[config.mk]
export PLATFORM = sky130hd
export DESIGN_NAME = alu_stream_top
export DESIGN_NICKNAME = d
export VERILOG_FILES = /design/src/logic/alu_pkg.sv /design/src/logic/register_slice.sv /design/src/logic/alu_decode.sv /design/src/logic/alu_execute.sv /design/src/logic/alu_stream_top.sv
export SDC_FILE = /design/constraint.sdc
export NUM_CORES = 1
export LEC_CHECK = 0
export BUFFER_PORTS_ARGS = -buffer_cell sky130_fd_sc_hd__buf_2
export CORE_MARGIN = 8
export CORE_UTILIZATION = 55
export CTS_BUF_LIST = sky130_fd_sc_hd__clkbuf_4 sky130_fd_sc_hd__clkbuf_8
export DETAILED_ROUTE_END_ITERATION = 10
export PLACE_DENSITY = 0.71
export RECOVER_POWER = 100
export SYNTH_ARGS = -nofsm -noshare
export SYNTH_HDL_FRONTEND = slang
export SYNTH_SLANG_ARGS = --single-unit
[constraint.sdc]
create_clock -name clk -period 6.71 [get_ports clk]
set_clock_uncertainty 0.05 [all_clocks]
set_input_delay 0.3355 -clock clk [delete_from_list [all_inputs] [get_ports clk]]
set_output_delay 0.3355 -clock clk [all_outputs]
set_load 0.01 [all_outputs]
[src/logic/alu_pkg.sv]
////////////////////////////////////////////////////////////////////////////
// Shared widths and types for the ALU stream pipeline
// Opcode numbering is fixed and used by the trace file
// Struct widths set the register slice widths at the top level
////////////////////////////////////////////////////////////////////////////

package alu_pkg;

    // Operand and result width
    localparam int XLEN = 32;
    // Command tag width
    localparam int TAG_W = 4;

    // Opcode encoding as numbered in the trace files
    typedef enum logic [2:0] {
        OP_ADD = 3'd0,
        OP_SUB = 3'd1,
        OP_AND = 3'd2,
        OP_OR  = 3'd3,
        OP_XOR = 3'd4,
        OP_SLL = 3'd5,
        OP_SRL = 3'd6,
        OP_SLT = 3'd7
    } alu_op_e;

    // Execute unit select
    typedef enum logic [1:0] {
        UNIT_ADDER   = 2'd0,
        UNIT_LOGIC   = 2'd1,
        UNIT_SHIFT   = 2'd2,
        UNIT_COMPARE = 2'd3
    } alu_unit_e;

    // Logic unit function
    typedef enum logic [1:0] {
        LOGIC_AND = 2'd0,
        LOGIC_OR  = 2'd1,
        LOGIC_XOR = 2'd2
    } logic_sel_e;

    // Command as it enters the pipeline (71 bits)
    typedef struct packed {
        alu_op_e           op;
        logic [XLEN-1:0]   a;
        logic [XLEN-1:0]   b;
        logic [TAG_W-1:0]  tag;
    } alu_cmd_t;

    // Decoded controls with b already inverted for sub and slt (79 bits)
    typedef struct packed {
        alu_unit_e         unit;
        logic_sel_e        logic_sel;
        logic              invert_b;
        logic              shift_right;
        logic [XLEN-1:0]   a;
        logic [XLEN-1:0]   b;
        logic [4:0]        shamt;
        logic [TAG_W-1:0]  tag;
    } alu_ctl_t;

    // Result with zero flag (37 bits)
    typedef struct packed {
        logic [XLEN-1:0]   value;
        logic              zero;
        logic [TAG_W-1:0]  tag;
    } alu_res_t;

endpackage

[src/logic/register_slice.sv]
////////////////////////////////////////////////////////////////////////////
// One-entry skid buffer on a valid/ready link, output fully registered
// One cycle latency, full throughput while out_ready stays high
// in_ready comes from a flop and never from out_ready
////////////////////////////////////////////////////////////////////////////

`timescale 1ns/1ps

module register_slice #(
    parameter int DW = 8
) (
    input  logic          clk,
    input  logic          rst_n,

    // Upstream side
    input  logic          in_valid,
    input  logic [DW-1:0] in_data,
    output logic          in_ready,

    // Downstream side
    output logic          out_valid,
    output logic [DW-1:0] out_data,
    input  logic          out_ready
);

    // Skid register holds the item that arrived while the output stalled
    logic          skid_valid;
    logic [DW-1:0] skid_data;

    logic in_fire;
    logic out_stall;

    // Input accepted only while the skid register is empty
    assign in_ready  = !skid_valid;
    assign in_fire   = in_valid && in_ready;
    // Output holds its item until the consumer takes it
    assign out_stall = out_valid && !out_ready;

    ////////////////////////////////////////////////////////////////////////////
    // Control and output register
    ////////////////////////////////////////////////////////////////////////////
    always_ff @(posedge clk) begin
        if (!rst_n) begin
            skid_valid <= 1'b0;
            out_valid  <= 1'b0;
            out_data   <= '0;
        end else begin
            // Accepted input meets a stalled output, park it
            if (in_fire && out_stall) begin
                skid_valid <= 1'b1;
            end else if (out_ready) begin
                // Skid contents move to the output below
                skid_valid <= 1'b0;
            end

            // Output empty or being taken, so refill it
            if (!out_stall) begin
                out_valid <= in_valid || skid_valid;
                // Older item in the skid register goes first
                if (skid_valid) begin
                    out_data <= skid_data;
                end else if (in_valid) begin
                    out_data <= in_data;
                end
            end
        end
    end

    // Skid data tracks the input while empty and freezes once filled
    always_ff @(posedge clk) begin
        if (!skid_valid) begin
            skid_data <= in_data;
        end
    end

endmodule

[src/logic/alu_decode.sv]
////////////////////////////////////////////////////////////////////////////
// Decode stage, purely combinational
// Handshake passes straight through, only the payload changes
////////////////////////////////////////////////////////////////////////////

`timescale 1ns/1ps

module alu_decode (
    input  logic              in_valid,
    input  alu_pkg::alu_cmd_t in_cmd,
    output logic              in_ready,

    output logic              out_valid,
    output alu_pkg::alu_ctl_t out_ctl,
    input  logic              out_ready
);

    assign out_valid = in_valid;
    assign in_ready  = out_ready;

    always_comb begin
        // Defaults for fields only some opcodes touch
        out_ctl.logic_sel   = alu_pkg::LOGIC_AND;
        out_ctl.invert_b    = 1'b0;
        out_ctl.shift_right = 1'b0;

        case (in_cmd.op)
            alu_pkg::OP_ADD: begin
                out_ctl.unit = alu_pkg::UNIT_ADDER;
            end
            alu_pkg::OP_SUB: begin
                // a + ~b + 1
                out_ctl.unit     = alu_pkg::UNIT_ADDER;
                out_ctl.invert_b = 1'b1;
            end
            alu_pkg::OP_AND: begin
                out_ctl.unit      = alu_pkg::UNIT_LOGIC;
                out_ctl.logic_sel = alu_pkg::LOGIC_AND;
            end
            alu_pkg::OP_OR: begin
                out_ctl.unit      = alu_pkg::UNIT_LOGIC;
                out_ctl.logic_sel = alu_pkg::LOGIC_OR;
            end
            alu_pkg::OP_XOR: begin
                out_ctl.unit      = alu_pkg::UNIT_LOGIC;
                out_ctl.logic_sel = alu_pkg::LOGIC_XOR;
            end
            alu_pkg::OP_SLL: begin
                out_ctl.unit = alu_pkg::UNIT_SHIFT;
            end
            alu_pkg::OP_SRL: begin
                out_ctl.unit        = alu_pkg::UNIT_SHIFT;
                out_ctl.shift_right = 1'b1;
            end
            alu_pkg::OP_SLT: begin
                // Compare runs a subtract in the shared adder
                out_ctl.unit     = alu_pkg::UNIT_COMPARE;
                out_ctl.invert_b = 1'b1;
            end
            default: begin
                out_ctl.unit = alu_pkg::UNIT_ADDER;
            end
        endcase

        out_ctl.a     = in_cmd.a;
        out_ctl.b     = out_ctl.invert_b ? ~in_cmd.b : in_cmd.b;
        // Only the low five bits of b count as shift amount
        out_ctl.shamt = in_cmd.b[4:0];
        out_ctl.tag   = in_cmd.tag;
    end

endmodule

[src/logic/alu_execute.sv]
////////////////////////////////////////////////////////////////////////////
// Execute stage, purely combinational
// Expects b pre-inverted by decode for sub and slt
////////////////////////////////////////////////////////////////////////////

`timescale 1ns/1ps

module alu_execute (
    input  logic              in_valid,
    input  alu_pkg::alu_ctl_t in_ctl,
    output logic              in_ready,

    output logic              out_valid,
    output alu_pkg::alu_res_t out_res,
    input  logic              out_ready
);

    logic [alu_pkg::XLEN-1:0] sum;
    logic                     overflow;
    logic                     less;
    logic [alu_pkg::XLEN-1:0] logic_res;
    logic [alu_pkg::XLEN-1:0] shift_src;
    logic [alu_pkg::XLEN-1:0] shift_out;
    logic [alu_pkg::XLEN-1:0] shift_res;
    logic [alu_pkg::XLEN-1:0] value;

    // Bit order flip so one right shifter also serves left shifts
    function automatic logic [alu_pkg::XLEN-1:0] bit_reverse(
        input logic [alu_pkg::XLEN-1:0] x
    );
        logic [alu_pkg::XLEN-1:0] r;
        for (int i = 0; i < alu_pkg::XLEN; i++) begin
            r[i] = x[alu_pkg::XLEN-1-i];
        end
        return r;
    endfunction

    assign out_valid = in_valid;
    assign in_ready  = out_ready;

    // Shared adder, invert_b doubles as carry-in
    assign sum = in_ctl.a + in_ctl.b + {{(alu_pkg::XLEN-1){1'b0}}, in_ctl.invert_b};

    // Signed overflow when operand signs agree and the sum sign differs
    assign overflow = (in_ctl.a[alu_pkg::XLEN-1] == in_ctl.b[alu_pkg::XLEN-1]) &&
                      (sum[alu_pkg::XLEN-1] != in_ctl.a[alu_pkg::XLEN-1]);
    assign less     = sum[alu_pkg::XLEN-1] ^ overflow;

    always_comb begin
        case (in_ctl.logic_sel)
            alu_pkg::LOGIC_AND: logic_res = in_ctl.a & in_ctl.b;
            alu_pkg::LOGIC_OR:  logic_res = in_ctl.a | in_ctl.b;
            alu_pkg::LOGIC_XOR: logic_res = in_ctl.a ^ in_ctl.b;
            default:            logic_res = '0;
        endcase
    end

    // Barrel shifter, logical right shift only
    always_comb begin
        shift_src = in_ctl.shift_right ? in_ctl.a : bit_reverse(in_ctl.a);
        shift_out = shift_src >> in_ctl.shamt;
        shift_res = in_ctl.shift_right ? shift_out : bit_reverse(shift_out);
    end

    // Result select by unit
    always_comb begin
        case (in_ctl.unit)
            alu_pkg::UNIT_ADDER:   value = sum;
            alu_pkg::UNIT_LOGIC:   value = logic_res;
            alu_pkg::UNIT_SHIFT:   value = shift_res;
            alu_pkg::UNIT_COMPARE: value = {{(alu_pkg::XLEN-1){1'b0}}, less};
            default:               value = '0;
        endcase
    end

    assign out_res.value = value;
    assign out_res.zero  = (value == '0);
    assign out_res.tag   = in_ctl.tag;

endmodule

[src/logic/alu_stream_top.sv]
////////////////////////////////////////////////////////////////////////////
// ALU stream pipeline, three register slices around decode and execute
// Three cycle latency, one result per cycle, results leave in order
////////////////////////////////////////////////////////////////////////////

`timescale 1ns/1ps

module alu_stream_top (
    input  logic                      clk,
    input  logic                      rst_n,

    // Command stream
    input  logic                      in_valid,
    input  alu_pkg::alu_op_e          in_op,
    input  logic [alu_pkg::XLEN-1:0]  in_a,
    input  logic [alu_pkg::XLEN-1:0]  in_b,
    input  logic [alu_pkg::TAG_W-1:0] in_tag,
    output logic                      in_ready,

    // Result stream
    output logic                      out_valid,
    output logic [alu_pkg::XLEN-1:0]  out_value,
    output logic                      out_zero,
    output logic [alu_pkg::TAG_W-1:0] out_tag,
    input  logic                      out_ready
);

    // Slice widths follow the package structs
    localparam int CMD_W = $bits(alu_pkg::alu_cmd_t);
    localparam int CTL_W = $bits(alu_pkg::alu_ctl_t);
    localparam int RES_W = $bits(alu_pkg::alu_res_t);

    alu_pkg::alu_cmd_t cmd_in;
    alu_pkg::alu_cmd_t cmd_q;
    alu_pkg::alu_ctl_t ctl_d;
    alu_pkg::alu_ctl_t ctl_q;
    alu_pkg::alu_res_t res_d;
    alu_pkg::alu_res_t res_q;

    logic cmd_valid;
    logic cmd_ready;
    logic dec_valid;
    logic dec_ready;
    logic ctl_valid;
    logic ctl_ready;
    logic exe_valid;
    logic exe_ready;

    assign cmd_in = '{op: in_op, a: in_a, b: in_b, tag: in_tag};

    ////////////////////////////////////////////////////////////////////////////
    // Entry slice and decode
    ////////////////////////////////////////////////////////////////////////////
    register_slice #(.DW(CMD_W)) slice_cmd (
        .clk       (clk),
        .rst_n     (rst_n),
        .in_valid  (in_valid),
        .in_data   (cmd_in),
        .in_ready  (in_ready),
        .out_valid (cmd_valid),
        .out_data  (cmd_q),
        .out_ready (cmd_ready)
    );

    alu_decode i_alu_decode (
        .in_valid  (cmd_valid),
        .in_cmd    (cmd_q),
        .in_ready  (cmd_ready),
        .out_valid (dec_valid),
        .out_ctl   (ctl_d),
        .out_ready (dec_ready)
    );

    ////////////////////////////////////////////////////////////////////////////
    // Middle slice and execute
    ////////////////////////////////////////////////////////////////////////////
    register_slice #(.DW(CTL_W)) slice_ctl (
        .clk       (clk),
        .rst_n     (rst_n),
        .in_valid  (dec_valid),
        .in_data   (ctl_d),
        .in_ready  (dec_ready),
        .out_valid (ctl_valid),
        .out_data  (ctl_q),
        .out_ready (ctl_ready)
    );

    alu_execute i_alu_execute (
        .in_valid  (ctl_valid),
        .in_ctl    (ctl_q),
        .in_ready  (ctl_ready),
        .out_valid (exe_valid),
        .out_res   (res_d),
        .out_ready (exe_ready)
    );

    // Exit slice drives the result ports
    register_slice #(.DW(RES_W)) slice_res (
        .clk       (clk),
        .rst_n     (rst_n),
        .in_valid  (exe_valid),
        .in_data   (res_d),
        .in_ready  (exe_ready),
        .out_valid (out_valid),
        .out_data  (res_q),
        .out_ready (out_ready)
    );

    assign out_value = res_q.value;
    assign out_zero  = res_q.zero;
    assign out_tag   = res_q.tag;

endmodule

Word level (Yosys, flattened, before mapping). Index checks and enable logic that the tools add are counted.

Register bits after elaboration: 380. Input port bits: 75.

Add/subtract/negate cells: 2. Equality and inequality tests: 16. Shifts and indexed selects: 1. Muxes and demuxes: 21. Bitwise operators: 8. Reduce and logical (&&, ||, !) cells: 32.

Operator list (number): $mux 79 (2); $mux 71 (2); $pmux 32 s4 (1); $mux 32 (3); $pmux 32 s3 (1); $mux 37 (2); $add 32x1->32 (1); $add 32x32->32 (1); $and 32x32->32 (1); $logic_not 32->1 (1); $not 32->32 (1); $or 32x32->32 (1); $shr 32x5->32 (1); $xor 32x32->32 (1); $eq 3x3->1 const B (4); $logic_and 1x1->1 (10); $mux 1 (8); $pmux 2 s4 (1); $reduce_bool 2->1 (4); $eq 2x2->1 const B (3); $eq 3x2->1 const B (2); $reduce_and 2->1 (3); $reduce_or 2->1 (3); $eq 2x1->1 const B (2); 12 further kinds (21).

Longest topological paths before layout. Gate-level depths: netlist of run 1.

Word-level depth: 9. Gate-level depth with buffers: 17.

Cells and area by module. A second synthesis of run 1 with hierarchy kept.

Cell total of the unflattened synthesis: 2064. Area, all modules: 22520.3 sq um.

Modules (own cells, without submodules): alu_execute (instances 1, cells each 903, area an instance 6914.1 sq um, seq. area each 0.0 sq um); register_slice at slice_ctl (instances 1, cells each 450, area an instance 6226.0 sq um, seq. area each 3993.8 sq um); register_slice at slice_cmd (instances 1, cells each 405, area an instance 5649.2 sq um, seq. area each 3593.4 sq um); register_slice at slice_res (instances 1, cells each 216, area an instance 2984.1 sq um, seq. area each 1891.8 sq um); alu_decode (instances 1, cells each 90, area an instance 747.0 sq um, seq. area each 0.0 sq um).

Least setup slack after synthesis of run 1. No wires, ideal clock.

Kind: flip-flop to flip-flop. Start: register slice_ctl.out_data[47]. End: register slice_res.out_data[4]. Setup time: 0.084 ns. Arrival time: 3.661 ns. Slack: 2.915 ns. Stages on the path, launching flop included: 16. Path buffers: 1. Period minus slack after synthesis: 3.795 ns. Cell sequence: dfxtp_1 clkbuf_1 inv_1 ha_1 o21ai_0 a211oi_1 a21boi_0 mux2i_1 a221o_1 nor3_1 and4bb_2 nand4b_1 or4b_1 nor4_1 nand3b_1 a31oi_1.

Longest elaborated chain between the ends: 9. Elaborated cells on any way between the ends: 16.

RTL lines: from (decl) (line register_slice.sv:22) `output logic [DW-1:0] out_data,`; from (signal assigned) (line register_slice.sv:61) `out_data <= skid_data;`; from (signal assigned) (line register_slice.sv:63) `out_data <= in_data;`; $add 32x32->32 (line alu_execute.sv:42) `assign sum = in_ctl.a + in_ctl.b + {{(alu_pkg::XLEN-1){1'b0}}, in_ctl.invert_b};`; $add 32x1->32 (line alu_execute.sv:42); $ne 1x1->1 (line alu_execute.sv:46) `(sum[alu_pkg::XLEN-1] != in_ctl.a[alu_pkg::XLEN-1]);`; $logic_and 1x1->1 (line alu_execute.sv:45) `assign overflow = (in_ctl.a[alu_pkg::XLEN-1] == in_ctl.b[alu_pkg::XLEN-1]) &&`; $xor 1x1->1 (line alu_execute.sv:47) `assign less = sum[alu_pkg::XLEN-1] ^ overflow;`; $pmux 32 s4 (*) (line alu_execute.sv:67) `case (in_ctl.unit)`; $logic_not 32->1 (*) (line alu_execute.sv:77) `assign out_res.zero = (value == '0);`; $mux 37 (*) (line register_slice.sv:62) `end else if (in_valid) begin`; $mux 37 (*) (line register_slice.sv:60) `if (skid_valid) begin`; to (signal assigned) (line register_slice.sv:61); to (signal assigned) (line register_slice.sv:63); to (decl) (line register_slice.sv:22).

Mark *: on every way between the ends. The rest lies on a longest branch, timed or not. The select of a mux whose other input is x is not followed. A chain may end at the register's enable or synchronous reset.

Worst setup path in the final report of run 1.
Start: register slice_ctl.out_data[4]. End: register slice_res.out_data[4].

Longest elaborated chain between the ends: 6.

RTL lines: $shr 32x5->32 (line alu_execute.sv:61) `shift_out = shift_src >> in_ctl.shamt;`; $mux 32 (line alu_execute.sv:62) `shift_res = in_ctl.shift_right ? shift_out : bit_reverse(shift_out);`; $pmux 32 s4 (line alu_execute.sv:67); $logic_not 32->1 (line alu_execute.sv:77); $mux 37 (line register_slice.sv:62); $mux 37 (line register_slice.sv:60).

No other way between the ends. The select of a mux whose other input is x is not followed.

==> results of run 1 <==
==> state kept, by name, summed over array words and instances (netlist names) <==
| register | flops |
|---|---|
| slice_cmd.out_data | 71 |
| slice_cmd.out_valid | 1 |
| slice_cmd.skid_data | 71 |
| slice_ctl.skid_data | 79 |
| slice_ctl.out_data | 79 |
| slice_ctl.out_valid | 1 |
| slice_res.out_valid | 1 |
| slice_ctl.skid_valid | 1 |
| slice_res.skid_valid | 1 |
| slice_res.out_data | 37 |
| slice_cmd.skid_valid | 1 |
| slice_res.skid_data | 37 |
==> layout make-up <==
| class | count | area [µm²] | share of cell area [%] |
|---|---|---|---|
| Multi-Input combinational cell | 1487 | 10800 | 45.0 |
| Sequential cell | 380 | 9490 | 39.5 |
| Timing Repair Buffer | 225 | 1430 | 5.96 |
| Clock buffer | 85 | 1060 | 4.40 |
| Tap cell | 518 | 648 | 2.70 |
| Inverter | 94 | 358 | 1.49 |
| Clock inverter | 29 | 238 | 0.989 |
==> timing repair <==
| action | CTS | global route |
|---|---|---|
| endpoints found under the hold margin | 142 | 0 |
| hold buffers | 74 | 0 |
| buffers inserted | 0 | 0 |
==> worst max-delay path: stages, from the launching register on <==
cell and delay (ns):
dfxtp_4 0.92, clkbuf_1 0.87, mux4_2 0.60, mux2i_1 0.32, or3_1 0.16, a31oi_1 0.08
nor3b_1 0.56, o221a_2 0.33, and4bb_2 0.22, nand4b_1 0.10, or4b_1 0.49, nor4_1 0.34
nand3b_1 0.14, a31oi_1 0.20
==> final timing paths <==
| kind | endpoint | depth (start not counted) |
|---|---|---|
| worst max-delay path | slice_res.out_data[4] | 13 |
| worst min-delay path | slice_cmd.skid_data[67] | 2 |
| worst max register to register | slice_res.out_data[4] | 13 |
| worst min register to register | slice_res.out_data[34] | 2 |
==> layer usage <==
| metal | vias up | GRT usage [%] |
|---|---|---|
| met1 | 8416 | 39.7 |
| met5 | - | 0 |
| met2 | 705 | 44.7 |
| li1 | 8137 | - |
| met4 | 0 | 10.9 |
| met3 | 116 | 4.37 |
==> synth_stat cells, drive strengths merged (11+ instances only) <==
library cell | count | area [µm²]
a211oi | 133 | 1010
a21oi | 120 | 601
a22oi | 19 | 156
and2 | 11 | 68.8
buf | 45 | 264
clkbuf | 129 | 484
dfxtp | 193 | 3860
edfxtp | 187 | 5620
ha | 64 | 801
inv | 93 | 349
mux2 | 32 | 372
mux2i | 217 | 2170
mux4 | 34 | 766
nand2 | 142 | 533
nand2b | 50 | 313
nand3 | 19 | 95.1
nor2 | 232 | 873
nor2b | 12 | 75.1
nor3 | 27 | 135
o211ai | 58 | 435
o21ai | 53 | 265
o221ai | 11 | 96.3
o22ai | 41 | 257
xnor2 | 43 | 377
==> power by group <==
group	internal (mW)	switching, mW
combinational	0.368	0.586
sequential	2.62	0.121
clock	1.14	0.930
==> kinds of logic after synthesis <==
logic type	after synthesis	synth area share [%]
adders and majority gates	66	3.93
xor gates and xnor gates	51	2.09
AOI/OAI and AO/OA	541	17.5
DFF	380	44.3
and+or+nand+nor	546	11.6
muxes	283	15.5
buffers and inverters	268	5.14
==> through the flow <==
step | power [mW] | hold slack [ns]
CTS | 5.80 | 0.281
detailed placement | 3.69 | 0.394
floorplan | 3.37 | 0.365
global placement | 3.68 | 0.387
global route | 6.01 | 0.306
finish | 5.77 | 0.319
==> flow_summary.json, run 1 <==
{
  "dr_wl_met2_mm": 29.8,
  "insertion_delay_ns": 0.68,
  "tightest_slew_ns": 3.69,
  "rows": 72,
  "gp_congestion": 0.979,
  "nets": 2389,
  "drt_wl_total_mm": 65.8,
  "die_w_um": 213,
  "cp.required_ns": 7.22,
  "ff2ff_setup_slack_ns": 1.20,
  "ant_nets": 0,
  "status": "complete, but fails checks",
  "reg2reg_from": "slice_ctl.out_data[4]",
  "maxCapViolCount": 8,
  "violations": "capacitance limit, slew limit",
  "synth_enable_flop_cells": 187,
  "antenna_found_initial": 1,
  "synthCells": 2135,
  "crit_path_end_kind": "register",
  "synth_warnings": 0,
  "fin_ws_ns": 1.20,
  "layout_commonest_cell": "nor2_1",
  "vias": 17400,
  "drv_slew": 435,
  "synth_nets": 2276,
  "cts_tree": "built",
  "cts_made_buffers": 60,
  "viasPerCell": 6.17,
  "fin_cells": 2818,
  "grt_pass1_vias": 16800,
  "worstSetupPathType": "register to register",
  "dp_hpwl_mm": 46.7,
  "timing.max_slew.rel_slack_pct": -146,
  "leakagePower_nw": 8.58,
  "die_y_um": 213,
  "pin_count": 114,
  "vdd_drop_max_mv": 0.278,
  "drc": 0,
  "finalInstanceArea_um2": 24000,
  "dieArea_um2": 45500,
  "synth_cell_types": 81,
  "fin_setup_tns_ns": 0,
  "first_pass_iters": 8,
  "clockBufferDepth": 3,
  "placedCellCount": 2630,
  "postSynthAreaPerCell_um2": 10.0,
  "grt_pass1_wl_mm": 101,
  "period_needed_ns": 5.51,
  "wl_met1_mm": 28.9,
  "n_antenna_cell": 0,
  "period_share_pct": 82.1,
  "fin_util_pct": 62.3,
  "clkTransAtPathRegs_ns": 0.07,
  "timing.fmax_mhz": 181,
  "fill_cells": 3186,
  "ys.flop_type": "dfxtp_1",
  "rsz0062_at_grt": "false",
  "start_util_pct": 55.5,
  "drive_above_1_share_pct": 10.0,
  "min_from": "in_a[31]",
  "place_ws_ns": 1.77,
  "placed_area_um2": 22200,
  "powerDensity_nw_per_um2": 240,
  "yosysSeqAreaShare_pct": 44.3,
  "dr.first_iter.drc_count": 1598,
  "cp-startpoint": "slice_ctl.out_data[4]",
  "route.top_layer_used": "met4",
  "overflow": 0,
  "min_path_type": "input pin to register",
  "area_growth_pct": 12.3,
  "yosys_register_bits": 380,
  "ys_async_sr_fraction_pct": 0,
  "cp-start-kind": "register",
  "cts_root_buf": "clkbuf_8",
  "postCtsResizedCells": 0,
  "crit_arrival_ns": 6.02,
  "fp.coreArea_um2": 38600,
  "finalSetupViolations": 0,
  "finalHoldViolCount": 0,
  "grt_max_degree": 104,
  "htree_levels": 2,
  "critPathMaxFanout": 61,
  "clock-sinks": 380,
  "syn_area_um2": 21400,
  "wl_met3_mm": 4.72,
  "port_buffers": 113,
  "final_cell_mix": "nor2_1, mux2i_1, dfxtp_1",
  "grt_use_total_pct": 28.6,
  "wl_per_cell_um": 23.3
}
Power figures use the tool's default switching activity.
==> inputs of run 2 (changes only) <==
ABC_AREA = 1   (was default)
PLACE_DENSITY = 0.74   (was 0.71)
clock period = 4.9 ns   (was 6.71 ns; I/O delays follow)
==> run 2 against run 1 <==
Compared with the run above:
- the flow still finishes with violations (capacitance limit, slew limit)
- combinational power up 37%
- core utilization up 0.64 points
- via count up 11%
- non-clock buffer count up 6
- critical endpoint unchanged
- largest cell class unchanged
==> flow_summary.json, run 2 <==
{
  "antenna_found_initial": 0,
  "viasPerCell": 5.99,
  "grt_pass1_vias": 18000,
  "drc": 0,
  "tightest_slew_ns": 2.39,
  "violations": "capacitance limit, slew limit",
  "overflow": 0,
  "use_met3_pct": 4.65,
  "placedCellCount": 3023,
  "cts_setup_buffers": 0,
  "maxCapViolCount": 5,
  "finalHoldViolCount": 0,
  "crit_arrival_ns": 4.62,
  "intPower_mw": 5.66,
  "grt_pass1_wl_mm": 104,
  "top_regs": "slice_ctl.out_data (79), slice_ctl.skid_data (79)",
  "first_pass_iters": 6,
  "die_y_um": 209,
  "placed_area_um2": 21200,
  "rsz0062_at_grt": "false",
  "dieArea_um2": 43600,
  "layout_commonest_cell": "nand2_1",
  "dr.first_iter.drc_count": 1948,
  "synth.largest_area_cell": "edfxtp_1",
  "synth_area_leaders": "edfxtp_1, dfxtp_1, nand2_1",
  "insertion_delay_ns": 0.65,
  "vdd_drop_max_mv": 0.309,
  "cts_tree": "built",
  "n_antenna_cell": 0,
  "met1_usage_pct": 40.7,
  "period_needed_ns": 4.13,
  "ant_nets": 0,
  "period_share_pct": 84.4,
  "yosysSeqAreaShare_pct": 46.3,
  "fill_cells": 3264,
  "final_cell_mix": "nand2_1, nand3_1, dfxtp_1",
  "htree_levels": 2,
  "crit_path_end_kind": "register",
  "synth_nets": 2706,
  "drv_slew": 307,
  "timing.max_slew.rel_slack_pct": -59.5,
  "netlist.area_leader.share_pct": 27.5,
  "syn_area_um2": 20500,
  "start_util_pct": 55.9,
  "powerDensity_nw_per_um2": 345,
  "die_w_um": 209,
  "synth_common_cells": "nand2_1, nand3_1, dfxtp_1",
  "finalSetupViolations": 0,
  "yosys_register_bits": 380,
  "grt_use_total_pct": 30.0,
  "grt_busiest_layer": "met2",
  "pin_count": 114,
  "postSynthAreaPerCell_um2": 7.97,
  "nets": 2832,
  "fin_util_pct": 63.0,
  "grt_max_degree": 120,
  "fin_cells": 3210,
  "vias": 19200,
  "port_buffers": 113,
  "synth_cell_types": 46,
  "status": "complete, but fails checks",
  "wl_per_cell_um": 21.2,
  "worstSetupPathType": "register to register",
  "cts_hold_buf": 73,
  "clockBufferDepth": 3,
  "whs_ns": 0.271,
  "ys.flop_type": "dfxtp_1",
  "postCtsResizedCells": 0,
  "timing.fmax_mhz": 242,
  "cts_made_buffers": 61,
  "p_sw_mw": 2.29,
  "clock-sinks": 380,
  "area_growth_pct": 12.7,
  "rows": 70,
  "synthCells": 2565,
  "clkTransAtPathRegs_ns": 0.07,
  "ys_async_sr_fraction_pct": 0,
  "cp.required_ns": 5.39,
  "fp.coreArea_um2": 36600,
  "pwr-share-comb_pct": 16.5,
  "gp_congestion": 1.07,
  "fin_setup_tns_ns": 0,
  "dp_hpwl_mm": 47.7,
  "drt_wl_total_mm": 68.0,
  "cp-start-kind": "register",
  "min_path_type": "input pin to register",
  "seqPwrFrac_pct": 47.2,
  "leakagePower_nw": 9.74,
  "synth_enable_flop_cells": 187,
  "p_clk_share_pct": 36.3,
  "drive_above_1_share_pct": 8.10,
  "critPathMaxFanout": 5,
  "synth.most_common_cell": "nand2_1",
  "finalInstanceArea_um2": 23100,
  "met2_usage_pct": 47.4,
  "sw_frac_of_total_pct": 28.8,
  "synth_warnings": 0,
  "cts_root_buf": "clkbuf_8"
}
-- run 2: changes by cell type after synthesis, sizes merged, moves of 32 or more --
cell / before / now
a211oi: 133 / 0
a21oi: 120 / 176
a31oi: 6 / 116
inv: 93 / 173
mux2: 32 / 0
mux2i: 217 / 0
mux4: 34 / 0
nand2: 142 / 743
nand2b: 50 / 0
nand3: 19 / 277
nor2: 232 / 111
o21ai: 53 / 180
o22ai: 41 / 8
xnor2: 43 / 0
-- run 2: cells by family after synthesis --
family,after synthesis,synth area share (%)
buffers and inverters,343,6.89
flip-flops,380,46.3
adder cells (fa/ha/maj),66,4.11
XOR/XNOR,34,1.46
AO/OA/AOI/OAI,570,16.3
AND/OR/NAND/NOR,1172,24.9
-- run 2: power by group through the flow --
| stage | combinational (mW) | sequential, mW | clock (mW) |
|---|---|---|---|
| after global routing | 1.44 | 3.77 | 3.05 |
| after CTS | 1.30 | 3.74 | 2.92 |
| final | 1.31 | 3.75 | 2.88 |
| after global placement | 1.24 | 3.80 | 0 |
| after floorplan | 0.847 | 3.75 | 0 |
| after detailed placement | 1.25 | 3.81 | 0 |
-- run 2: stage by stage --
stage / power (mW) / setup WS (ns)
after floorplan: 4.60 / 1.41
after global placement: 5.04 / 1.09
after detailed placement: 5.06 / 1.11
after CTS: 7.96 / 1.14
after global routing: 8.26 / 0.482
final: 7.95 / 0.766
-- run 2: final timing paths --
path                          startpoint                       to  slack [ns]  cells after the start
setup / recovery  slice_ctl.out_data[41]    slice_res.out_data[4]        0.77                     20
hold / removal                  in_b[19]  slice_cmd.skid_data[23]        0.27                      2
setup reg to reg  slice_ctl.out_data[41]    slice_res.out_data[4]        0.77                     20
hold reg to reg   slice_cmd.out_data[60]  slice_ctl.skid_data[65]        0.40                      0
-- run 2: area by class of cell --
type,instances,area [µm²],area share (%)
clock buffer,105,1240,5.37
clock inverter,9,82.6,0.358
inverter,175,664,2.88
multi-input combinational,1842,9510,41.3
sequential,380,9480,41.1
tap,468,586,2.54
timing repair buffer,231,1490,6.47
-- run 2: layer usage --
metal	vias up	share of wire (%)
met2	902	45
met1	9109	42
li1	9087	-
met4	0	4.0
met3	139	8.5
met5	-	0
-- run 2: worst max-delay path, stage by stage, from the launching register on --
cell,delay (ns)
dfxtp_1,0.41
inv_1,0.11
fa_1,0.44
fa_1,0.43
o21ai_0,0.77
nand2_1,0.10
nand2_1,0.16
inv_1,0.08
o21ai_2,0.21
nand2_1,0.10
nand3_1,0.08
a21oi_1,0.09
nor2_1,0.25
nand2_1,0.09
nor2_1,0.11
nand2_1,0.06
nor2_1,0.10
nand2_1,0.07
nand2_1,0.07
nand2_1,0.09
a21oi_1,0.14
==> inputs of run 3 (changes only) <==
clock period = 3.5 ns   (was 4.9 ns; I/O delays follow)
==> run 3 against run 2 <==
Compared with the run above:
- the flow still finishes with violations (capacitance limit, slew limit)
- sequential share of layout area fell by 1.2 points
- clock power rose by 42%
- maximum frequency rose by 24%
- count of clock-buffer cells in the layout rose by 2
- sequential power rose by 39%
- combinational power rose by 55%
- setup slack got worse by 0.59 ns
- total power rose by 43%
- cell area rose by 3.0%
- final cell count rose by 2.4%
- non-clock buffer count rose by 75
- worst hold slack got worse by 0.097 ns
- critical path type unchanged
==> flow_summary.json, run 3 (synthesis results as in run 2) <==
{
  "slowest_delay_ns": 1.67,
  "grt_max_degree": 119,
  "finalHoldViolCount": 0,
  "grt_pass1_vias": 18800,
  "top_regs": "slice_ctl.out_data (79), slice_ctl.skid_data (79)",
  "dr.first_iter.drc_count": 2330,
  "vdd_drop_max_mv": 0.473,
  "timing.fmax_mhz": 301,
  "fp.coreArea_um2": 36600,
  "ant_nets": 0,
  "grt_pass1_wl_mm": 110,
  "nets": 2906,
  "cp_slowest_cell": "clkbuf_1",
  "vias": 19700,
  "cp-start-kind": "register",
  "critPathMaxFanout": 34,
  "period_needed_ns": 3.33,
  "drt_wl_total_mm": 72.5,
  "dieArea_um2": 43600,
  "hold-path-cell-count": 2,
  "cp_common_cell": "nand2_1",
  "fin_setup_tns_ns": 0,
  "placed_area_um2": 21900,
  "viasPerCell": 6.00,
  "drive_above_1_share_pct": 11.2,
  "cts_made_buffers": 60,
  "pin_count": 114,
  "min_path_type": "input pin to register",
  "cp.required_ns": 3.94,
  "leakagePower_nw": 10.1,
  "finalInstanceArea_um2": 23700,
  "timing.rr.end": "slice_ctl.out_data[39]",
  "area_growth_pct": 16.1,
  "reg2reg_depth": 7,
  "clockBufferDepth": 3,
  "die_y_um": 209,
  "layout_commonest_cell": "nand2_1",
  "antenna_found_initial": 3,
  "clock-sinks": 380,
  "start_util_pct": 55.9,
  "timing.max_slew.rel_slack_pct": -56.7,
  "holdPathEnd": "slice_cmd.skid_data[56]",
  "powerDensity_nw_per_um2": 478,
  "wl_per_cell_um": 22.1,
  "crit_arrival_ns": 3.77,
  "worstSetupPathType": "register to register",
  "cts_root_buf": "clkbuf_8",
  "cts_tree": "built",
  "clkTransAtPathRegs_ns": 0.07,
  "period_share_pct": 95.1,
  "port_buffers": 113,
  "crit_family": "buffers and inverters",
  "cp.buffers_inverters": 2,
  "htree_levels": 2,
  "insertion_delay_ns": 0.69,
  "rows": 70,
  "rsz0062_at_grt": "false",
  "drv_slew": 73,
  "die_w_um": 209,
  "maxCapViolCount": 2,
  "ff2ff_setup_slack_ns": 0.17,
  "drc": 0,
  "overflow": 0,
  "tightest_slew_ns": 2.35,
  "gp_congestion": 0.994,
  "dp_hpwl_mm": 51.4,
  "finalSetupViolations": 0,
  "fill_cells": 3076,
  "violations": "capacitance limit, slew limit",
  "final_cell_mix": "nand2_1, nand3_1, dfxtp_1",
  "cp-startpoint": "slice_cmd.out_data[69]",
  "status": "complete, but fails checks",
  "reg2reg_from": "slice_cmd.out_data[69]",
  "grt_use_total_pct": 32.2,
  "first_pass_iters": 7,
  "crit_path_end_kind": "register",
  "crit_chain": "inv_1, nand3_1, nand2_1, clkbuf_1, xor2_1, nand2_1, a221oi_1",
  "min_from": "in_a[20]"
}
## run 3: cell count changes in the layout (fill, tap and decap cells not counted), sizes merged
| cell | before | now |
|---|---|---|
| buf | 50 | 108 |
| clkbuf | 213 | 232 |
| clkinv | 8 | 2 |
| diode | 0 | 3 |
| clkinvlp | 1 | 2 |
| inv | 174 | 175 |
## run 3: stage by stage
stage	hold WS (ns)	total power, mW	std cells	utilization (%)	setup slack [ns]
after floorplan	0.217	6.44	2565	-	0.0104
after global routing	0.177	11.8	3284	64.9	0.00327
after global placement	0.317	7.20	3097	59.8	0.116
after CTS	0.134	11.3	3282	65.4	0.154
final	0.174	11.3	3286	64.9	0.173
after detailed placement	0.318	7.23	3097	59.8	0.137
## run 3: repair_timing
item | in CTS | in global routing
setup buffers | 0 | 1
setup endpoints to repair | 0 | 3
hold buffers | 73 | 0
endpoints found under the hold margin | 146 | 0
gates resized for setup | 0 | 7
## run 3: area by class of cell
class,count,area (µm²),share of cell area [%]
sequential,380,9480,39.9
clock inverter,5,78.8,0.332
clock buffer,107,1240,5.23
timing repair buffer,306,2090,8.80
inverter,175,662,2.79
tap,468,586,2.47
multi-input combinational,1842,9600,40.4
antenna,3,7.51,0.0316
## run 3: worst register-to-register path: stages, from the launching register on
cell and delay, ns:
dfxtp_1 0.34, inv_1 0.13, nand3_1 0.09, nand2_1 0.07, clkbuf_1 1.67, xor2_1 0.44
nand2_1 0.23, a221oi_1 0.12
## run 3: worst max-delay path by stage
stage	to	slack, ns	depth (start not counted)
final	slice_ctl.out_data[39]	0.17	7
after floorplan	slice_ctl.skid_data[0]	0.01	3
after global routing	slice_ctl.out_data[38]	0.003	7
after CTS	slice_res.out_data[4]	0.15	21
after global placement	slice_res.out_data[4]	0.12	21
after detailed placement	slice_res.out_data[4]	0.14	22
## run 3: per-layer routing
metal	vias up	GRT usage, %	part of all wire (%)
met5	-	0	0
met4	0	16.5	5.6
met3	174	5.81	8.9
met2	1066	50.8	45
met1	9225	42.2	40
li1	9238	-	-
## run 3: where the power goes
| group | switching (mW) | total, mW | leakage [nW] | internal [mW] |
|---|---|---|---|---|
| sequential | 0.187 | 5.22 | 3.69 | 5.04 |
| clock | 1.79 | 4.09 | 0.709 | 2.30 |
| combinational | 1.34 | 2.03 | 5.73 | 0.691 |
